$ cat src/source/aluPkg.sv
`default_nettype none

package aluPkg;

  // Port and register widths
  localparam int DataWidth = 8;
  localparam int WordWidth = 16;

  typedef logic [DataWidth-1:0] byteT;
  typedef logic [WordWidth-1:0] wordT;
  typedef logic                 regSelT;
  typedef logic [1:0]           readSelT;
  typedef logic [3:0]           stepT;

  // Command operation, uio_in[6:5]
  typedef enum logic [1:0] {
    OpLoad = 2'b00,
    OpAdd  = 2'b01,
    OpSub  = 2'b10,
    OpMul  = 2'b11
  } opT;

  typedef enum logic [1:0] {
    Idle,
    Run,
    Step,
    Done
  } seqStateT;

  // Register and byte half selectors
  localparam regSelT SelRegA  = 1'b0;
  localparam regSelT SelRegB  = 1'b1;
  localparam regSelT SelHigh  = 1'b1;

  // P, N and done drive out, everything else is an input
  localparam byteT PinDirection = 8'b0001_1100;

endpackage

`default_nettype wire

$ cat src/source/addSubUnit.sv
`default_nettype none

module addSubUnit import aluPkg::*; (
  input  logic CLK,
  input  logic RST,
  input  wordT regA,
  input  wordT regB,
  input  byteT dataByte,
  input  opT   op,
  input  logic signedMode,
  input  logic writeOrUseA,
  input  stepT stepIndex,
  input  logic flagEn,
  input  logic flagClr,
  output wordT sum,
  output logic overflow,
  output logic negative
);

  wordT dataExt;
  wordT operand;
  wordT addend;
  byteT mulShift;
  logic mulBit;
  logic subtract;
  logic carryOut;
  logic signedOvf;

  // Sign or zero extension of the data byte
  assign dataExt = signedMode ? {{(WordWidth-DataWidth){dataByte[DataWidth-1]}}, dataByte}
                              : {{(WordWidth-DataWidth){1'b0}}, dataByte};

  // Multiplier bit for the current step
  assign mulShift = dataByte >> stepIndex;
  assign mulBit   = mulShift[0];

  always_comb
  begin
    case (op)
      OpMul:   operand = mulBit ? regA : '0;
      default: operand = writeOrUseA ? regA : dataExt;
    endcase
  end

  ////////////////////////////////////////
  // Adder, subtract as B + ~x + 1
  assign subtract = (op == OpSub);
  assign addend   = subtract ? ~operand : operand;
  assign {carryOut, sum} = {1'b0, regB} + {1'b0, addend} + {{WordWidth{1'b0}}, subtract};

  // Both inputs agree in sign but the result does not
  assign signedOvf = (regB[WordWidth-1] == addend[WordWidth-1]) &&
                     (sum[WordWidth-1] != regB[WordWidth-1]);

  ////////////////////////////////////////
  // Status flags
  always_ff @(posedge CLK or negedge RST)
  begin
    if (!RST)
    begin
      overflow <= 1'b0;
      negative <= 1'b0;
    end
    else if (flagClr)
    begin
      overflow <= 1'b0;
      negative <= 1'b0;
    end
    else if (flagEn)
    begin
      if (signedMode)
      begin
        overflow <= signedOvf;
        negative <= sum[WordWidth-1];
      end
      else
      begin
        // Carry on add, borrow on subtract
        overflow <= !subtract && carryOut;
        negative <= subtract && !carryOut;
      end
    end
  end

endmodule

`default_nettype wire

$ cat src/source/aluTop.sv
`default_nettype none

module aluTop import aluPkg::*; #(
  parameter int MulSteps = DataWidth
) (
  input  logic CLK,
  input  logic RST,
  input  byteT ui_in,
  input  byteT uio_in,
  output byteT uo_out,
  output byteT uio_out,
  output byteT uio_oe
);

  byteT   dataByte;
  opT     op;
  logic   signedMode;
  regSelT regSel;
  regSelT byteSel;
  logic   writeOrUseA;
  logic   startLevel;
  logic   startRise;

  logic loadEn;
  logic arithEn;
  logic mulStepEn;
  logic flagEn;
  logic flagClr;
  logic cntClr;
  logic cntEn;
  logic done;

  stepT stepIndex;
  logic lastStep;
  wordT regA;
  wordT regB;
  wordT sum;
  logic overflow;
  logic negative;

  ////////////////////////////////////////
  // Pin mapping
  assign uio_out = {3'b000, overflow, negative, done, 2'b00};
  assign uio_oe  = PinDirection;

  ////////////////////////////////////////
  // Control path
  cmdDecoder cmdDecoder_i (
    .CLK         (CLK),
    .RST         (RST),
    .ui_in       (ui_in),
    .uio_in      (uio_in),
    .dataByte    (dataByte),
    .op          (op),
    .signedMode  (signedMode),
    .regSel      (regSel),
    .byteSel     (byteSel),
    .writeOrUseA (writeOrUseA),
    .startLevel  (startLevel),
    .startRise   (startRise)
  );

  seqControl #(
    .MulSteps (MulSteps)
  ) seqControl_i (
    .CLK         (CLK),
    .RST         (RST),
    .op          (op),
    .writeOrUseA (writeOrUseA),
    .startLevel  (startLevel),
    .startRise   (startRise),
    .lastStep    (lastStep),
    .loadEn      (loadEn),
    .arithEn     (arithEn),
    .mulStepEn   (mulStepEn),
    .flagEn      (flagEn),
    .flagClr     (flagClr),
    .cntClr      (cntClr),
    .cntEn       (cntEn),
    .done        (done)
  );

  stepCounter #(
    .MulSteps (MulSteps)
  ) stepCounter_i (
    .CLK       (CLK),
    .RST       (RST),
    .cntClr    (cntClr),
    .cntEn     (cntEn),
    .stepIndex (stepIndex),
    .lastStep  (lastStep)
  );

  ////////////////////////////////////////
  // Data path
  operandRegs operandRegs_i (
    .CLK         (CLK),
    .RST         (RST),
    .dataByte    (dataByte),
    .regSel      (regSel),
    .byteSel     (byteSel),
    .writeOrUseA (writeOrUseA),
    .loadEn      (loadEn),
    .arithEn     (arithEn),
    .mulStepEn   (mulStepEn),
    .sum         (sum),
    .regA        (regA),
    .regB        (regB),
    .uo_out      (uo_out)
  );

  addSubUnit addSubUnit_i (
    .CLK         (CLK),
    .RST         (RST),
    .regA        (regA),
    .regB        (regB),
    .dataByte    (dataByte),
    .op          (op),
    .signedMode  (signedMode),
    .writeOrUseA (writeOrUseA),
    .stepIndex   (stepIndex),
    .flagEn      (flagEn),
    .flagClr     (flagClr),
    .sum         (sum),
    .overflow    (overflow),
    .negative    (negative)
  );

endmodule

`default_nettype wire

$ cat src/source/cmdDecoder.sv
`default_nettype none

module cmdDecoder import aluPkg::*; (
  input  logic   CLK,
  input  logic   RST,
  input  byteT   ui_in,
  input  byteT   uio_in,
  output byteT   dataByte,
  output opT     op,
  output logic   signedMode,
  output regSelT regSel,
  output regSelT byteSel,
  output logic   writeOrUseA,
  output logic   startLevel,
  output logic   startRise
);

  // Bit 0 of the command byte carries nothing
  logic [DataWidth-1:1] cmdReg;
  logic                 startPrev;

  // Input registers
  always_ff @(posedge CLK or negedge RST)
  begin
    if (!RST)
    begin
      dataByte  <= '0;
      cmdReg    <= '0;
      startPrev <= 1'b0;
    end
    else
    begin
      dataByte  <= ui_in;
      cmdReg    <= uio_in[DataWidth-1:1];
      startPrev <= cmdReg[1];
    end
  end

  ////////////////////////////////////////
  // Command fields
  assign signedMode  = cmdReg[7];
  assign op          = opT'(cmdReg[6:5]);
  assign regSel      = cmdReg[4];
  assign byteSel     = cmdReg[3];
  assign writeOrUseA = cmdReg[2];
  assign startLevel  = cmdReg[1];

  // One cycle pulse on the first synchronized high
  assign startRise = startLevel & ~startPrev;

endmodule

`default_nettype wire

$ cat src/source/operandRegs.sv
`default_nettype none

module operandRegs import aluPkg::*; (
  input  logic   CLK,
  input  logic   RST,
  input  byteT   dataByte,
  input  regSelT regSel,
  input  regSelT byteSel,
  input  logic   writeOrUseA,
  input  logic   loadEn,
  input  logic   arithEn,
  input  logic   mulStepEn,
  input  wordT   sum,
  output wordT   regA,
  output wordT   regB,
  output byteT   uo_out
);

  readSelT readSel;
  logic    writeEn;
  wordT    readWord;

  assign writeEn = loadEn && writeOrUseA;

  ////////////////////////////////////////
  // Register A, multiplicand during multiply
  always_ff @(posedge CLK or negedge RST)
  begin
    if (!RST)
      regA <= '0;
    else if (writeEn && (regSel == SelRegA))
      regA[byteSel*DataWidth +: DataWidth] <= dataByte;
    else if (mulStepEn)
      regA <= {regA[WordWidth-2:0], 1'b0};
  end

  ////////////////////////////////////////
  // Register B, accumulator
  always_ff @(posedge CLK or negedge RST)
  begin
    if (!RST)
      regB <= '0;
    else if (writeEn && (regSel == SelRegB))
      regB[byteSel*DataWidth +: DataWidth] <= dataByte;
    else if (arithEn || mulStepEn)
      regB <= sum;
  end

  // Load with the write flag low picks the output byte
  always_ff @(posedge CLK or negedge RST)
  begin
    if (!RST)
      readSel <= '0;
    else if (loadEn && !writeOrUseA)
      readSel <= {regSel, byteSel};
  end

  ////////////////////////////////////////
  // Output byte mux
  assign readWord = (readSel[1] == SelRegB) ? regB : regA;
  assign uo_out   = (readSel[0] == SelHigh) ? readWord[WordWidth-1 -: DataWidth]
                                            : readWord[DataWidth-1:0];

endmodule

`default_nettype wire

$ cat src/source/seqControl.sv
`default_nettype none

module seqControl import aluPkg::*; #(
  parameter int MulSteps = DataWidth
) (
  input  logic CLK,
  input  logic RST,
  input  opT   op,
  input  logic writeOrUseA,
  input  logic startLevel,
  input  logic startRise,
  input  logic lastStep,
  output logic loadEn,
  output logic arithEn,
  output logic mulStepEn,
  output logic flagEn,
  output logic flagClr,
  output logic cntClr,
  output logic cntEn,
  output logic done
);

  seqStateT state;
  seqStateT nextState;
  logic     readOnly;

  // A read select keeps the flags of the previous result visible
  assign readOnly = (op == OpLoad) && !writeOrUseA;

  always_ff @(posedge CLK or negedge RST)
  begin
    if (!RST)
      state <= Idle;
    else
      state <= nextState;
  end

  always_comb
  begin
    nextState = state;
    loadEn    = 1'b0;
    arithEn   = 1'b0;
    mulStepEn = 1'b0;
    flagEn    = 1'b0;
    flagClr   = 1'b0;
    cntClr    = 1'b0;
    cntEn     = 1'b0;
    done      = 1'b0;
    case (state)
      Idle:
      begin
        if (startRise)
        begin
          nextState = Run;
          flagClr   = !readOnly;
          cntClr    = 1'b1;
        end
      end
      Run:
      begin
        case (op)
          OpLoad:
          begin
            loadEn    = 1'b1;
            nextState = Done;
          end
          OpAdd, OpSub:
          begin
            arithEn   = 1'b1;
            flagEn    = 1'b1;
            nextState = Done;
          end
          default:
            // Zero step multiply has nothing to do
            nextState = (MulSteps > 0) ? Step : Done;
        endcase
      end
      Step:
      begin
        mulStepEn = 1'b1;
        cntEn     = 1'b1;
        if (lastStep)
          nextState = Done;
      end
      default:
      begin
        done = 1'b1;
        if (!startLevel)
          nextState = Idle;
      end
    endcase
  end

endmodule

`default_nettype wire

$ cat src/source/stepCounter.sv
`default_nettype none

module stepCounter import aluPkg::*; #(
  parameter int MulSteps = DataWidth
) (
  input  logic CLK,
  input  logic RST,
  input  logic cntClr,
  input  logic cntEn,
  output stepT stepIndex,
  output logic lastStep
);

  always_ff @(posedge CLK or negedge RST)
  begin
    if (!RST)
      stepIndex <= '0;
    else if (cntClr)
      stepIndex <= '0;
    else if (cntEn)
      stepIndex <= stepIndex + stepT'(1);
  end

  // Index of the final multiply step
  assign lastStep = (stepIndex == stepT'(MulSteps - 1));

endmodule

`default_nettype wire

$ cat config.mk
export PLATFORM = sky130hd
export DESIGN_NAME = aluTop
export DESIGN_NICKNAME = d
export VERILOG_FILES = /design/src/source/aluPkg.sv /design/src/source/addSubUnit.sv /design/src/source/aluTop.sv /design/src/source/cmdDecoder.sv /design/src/source/operandRegs.sv /design/src/source/seqControl.sv /design/src/source/stepCounter.sv
export SDC_FILE = /design/constraint.sdc
export NUM_CORES = 1
export LEC_CHECK = 0
export ABC_AREA = 1
export ABC_CLOCK_PERIOD_IN_PS = 8600
export BUFFER_PORTS_ARGS = -buffer_cell sky130_fd_sc_hd__buf_2
export CAP_MARGIN = 0
export CORE_MARGIN = 10
export CORE_UTILIZATION = 35
export DETAILED_ROUTE_END_ITERATION = 10
export GPL_TIMING_DRIVEN = 0
export PLACE_DENSITY = 0.48
export RECOVER_POWER = 25
export SYNTH_ARGS = -nofsm -noshare
export SYNTH_HDL_FRONTEND = slang
export SYNTH_SLANG_ARGS = --single-unit
$ cat constraint.sdc
create_clock -name CLK -period 8.6 [get_ports CLK]
set_input_delay 0 -clock CLK [delete_from_list [all_inputs] [get_ports CLK]]
set_output_delay 0 -clock CLK [all_outputs]
set_load 0.02 [all_outputs]
==> metrics.csv <==
metric;value;unit
dieWidth;130;um
grt_pass1_wl;21200;um
cts_tree;built;
numPortBuffers;27;
synthArstFlopShare;1.00;
num_vias;4001;
synth_most_common_cell;nand2_1;
syn_avg_cell_area;7.38;um^2
cp_max_fo;10;
synth_cell_types;40;
cts_buffers;9;
ys_ff_latch;58;
synth_edf_count;0;
initial_core_util;0.354;
fin_cells;789;
drv_slew;0;
worst_slew_pin_slew;1340;ps
area_growth;19.5;%
crit_path_end;operandRegs_i.regB[14];
die-area;16800;um^2
critPathKind;reg2reg;
drt_iter0_markers;292;
clockBufferDepth;2;
core_area;11900;um^2
grt_max_degree;38;
timing.fmax;265;MHz
ant_nets;0;
die_h;130;um
finalHoldViolCount;0;
min_period;3770;ps
dp_cells;757;
arrival;4040;ps
yosys_warnings;0;
syn_area;4210;um^2
slew_headroom;0.104;
synth_top_area_share;0.345;
dp_hpwl;10400;um
post_drt_via_cell_ratio;5.07;
rr_endpoint;operandRegs_i.regB[14];
routed_wl;13200;um
num_antenna_cells;0;
cts_sinks;58;
cts.repair.resized;0;
maxCapViolCount;0;
clk_latency;330;ps
grt_use_total;0.162;
r2r-start;cmdDecoder_i.cmdReg[5];
setup_tns;0;ps
critPathLaunch;cmdDecoder_i.cmdReg[5];
period_share;0.438;
reg2regPathDepth;14;
finalNetCount;680;
cp-end-kind;flip-flop;
synth.top_cells.by_area;dfrtp_1, o21ai_0, nand2_1;
synth_top_cells_by_count;nand2_1, o21ai_0, inv_1;
antenna_found_initial;0;
place.gp.congestion;0.886;
h-tree-depth;3;
root_buffer;clkbuf_16;
grt_pass1_vias;4007;
wire_per_inst;16.8;um
synthesis.instances;571;
cts.clk_slew.worst_paths;50;ps
drt_first_pass_iters;5;
skew;5.45;ps
io_pins;42;
critical_path_required;8870;ps
powerDensity;353;nW/um^2
hp-class;in2reg;
ff2ff_setup_slack;4830;ps
grt_overflow;0;
startpoint_type;flip-flop;
drive_gt1_frac;0.134;
ir_drop;0.157;mV
hold_depth;2;
rsz0062_at_grt;no;
yosysTopAreaCell;dfrtp_1;
rows;40;
yosysSeqAreaShare;0.345;
drc;0;
outcome;finished, final reports clean;
synthFlopType;dfrtp_1;
p_leak;2.46;nW
setup_viol;0;
## power breakdown
group          total, mW  switching (mW)  internal [mW]
Clock              0.343           0.126          0.218
Combinational      0.991           0.641          0.350
Sequential         0.444          0.0815          0.363
Total               1.78           0.848          0.930
## per-layer routing
layer | vias to the layer above | wire length (um) | global-route usage
met2 | 104 | 6180 | 0.262
met1 | 1850 | 6150 | 0.207
li1 | 2025 | - | -
met3 | 22 | 589 | 0.0373
met5 | - | 0 | 0
met4 | 0 | 306 | 0.0628
## per-stage QoR
stage               cell area [um^2]  setup WS (ps)  hold WS, ps  total power [mW]   util
CTS                             5040           4800          205              1.78  0.423
floorplan                       4250           5530         -296              1.15      -
global placement                4570           4870          108              1.41  0.384
global route                    5040           4530          306              1.94  0.423
detailed placement              4590           4810         21.8              1.42  0.386
finish                          5040           4830          305              1.78  0.423
## final cells by class
cell class,count,area [um^2]
clock buffer,14,274
buffer,33,191
fill,1245,6880
tap,147,184
clock inverter,2,10.0
timing repair buffer,44,314
inverter,68,255
multi-input combinational,423,2360
sequential,58,1450
## cell families after synthesis
family	after synthesis	share of synthesized area
AO/OA/AOI/OAI	174	0.232
flip-flops	58	0.345
other	2	0.00178
buffers and inverters	101	0.106
AND/OR/NAND/NOR	192	0.200
XOR/XNOR	19	0.0395
adder cells (fa/ha/maj)	25	0.0760
## worst min path at each step
stage                   start                        to  slack (ps)
floorplan                 RST     addSubUnit_i.negative        -300
global placement     ui_in[0]  cmdDecoder_i.dataByte[0]         110
detailed placement        RST  cmdDecoder_i.dataByte[1]          20
CTS                       RST  cmdDecoder_i.dataByte[1]         200
global route        uio_in[1]    cmdDecoder_i.cmdReg[1]         310
finish               ui_in[4]  cmdDecoder_i.dataByte[4]         300
## flip-flops by register name (all words and copies together), names as in the netlist
| register | cells |
|---|---|
| addSubUnit_i.negative | 1 |
| cmdDecoder_i.dataByte | 8 |
| cmdDecoder_i.startPrev | 1 |
| operandRegs_i.readSel | 2 |
| addSubUnit_i.overflow | 1 |
| stepCounter_i.stepIndex | 4 |
| cmdDecoder_i.cmdReg | 7 |
| seqControl_i.state | 2 |
| operandRegs_i.regB | 16 |
| operandRegs_i.regA | 16 |
## worst max-delay path: stages, from the launching register on
cell,delay (ps)
dfrtp_1,380
inv_1,90
ha_1,150
buf_1,460
clkbuf_1,610
xor2_1,230
fa_1,470
nand3_1,90
nand2_1,140
nand3_1,120
nand4_1,210
a21o_1,220
or2_2,270
a31oi_1,140
a22o_1,140
## timing repair
| action | in CTS | in global routing |
|---|---|---|
| hold endpoints to repair | 36 | 0 |
| hold buffers | 16 | 0 |
| buffers inserted | 0 | 0 |
## cells in the final DEF, fill, tap and decap left out, types with 15 or more instances in the layout
master,netlist,final
nand2_1,103,103
o21ai_0,83,83
inv_1,62,62
dfrtp_1,58,58
a21oi_1,50,50
nor2_1,34,34
buf_2,3,29
nand3_1,25,25
ha_1,24,24
xor2_1,17,17
buf_4,17,17
dlygate4sd3_1,0,16
clkbuf_1,12,15
Power figures use the tool's default switching activity.
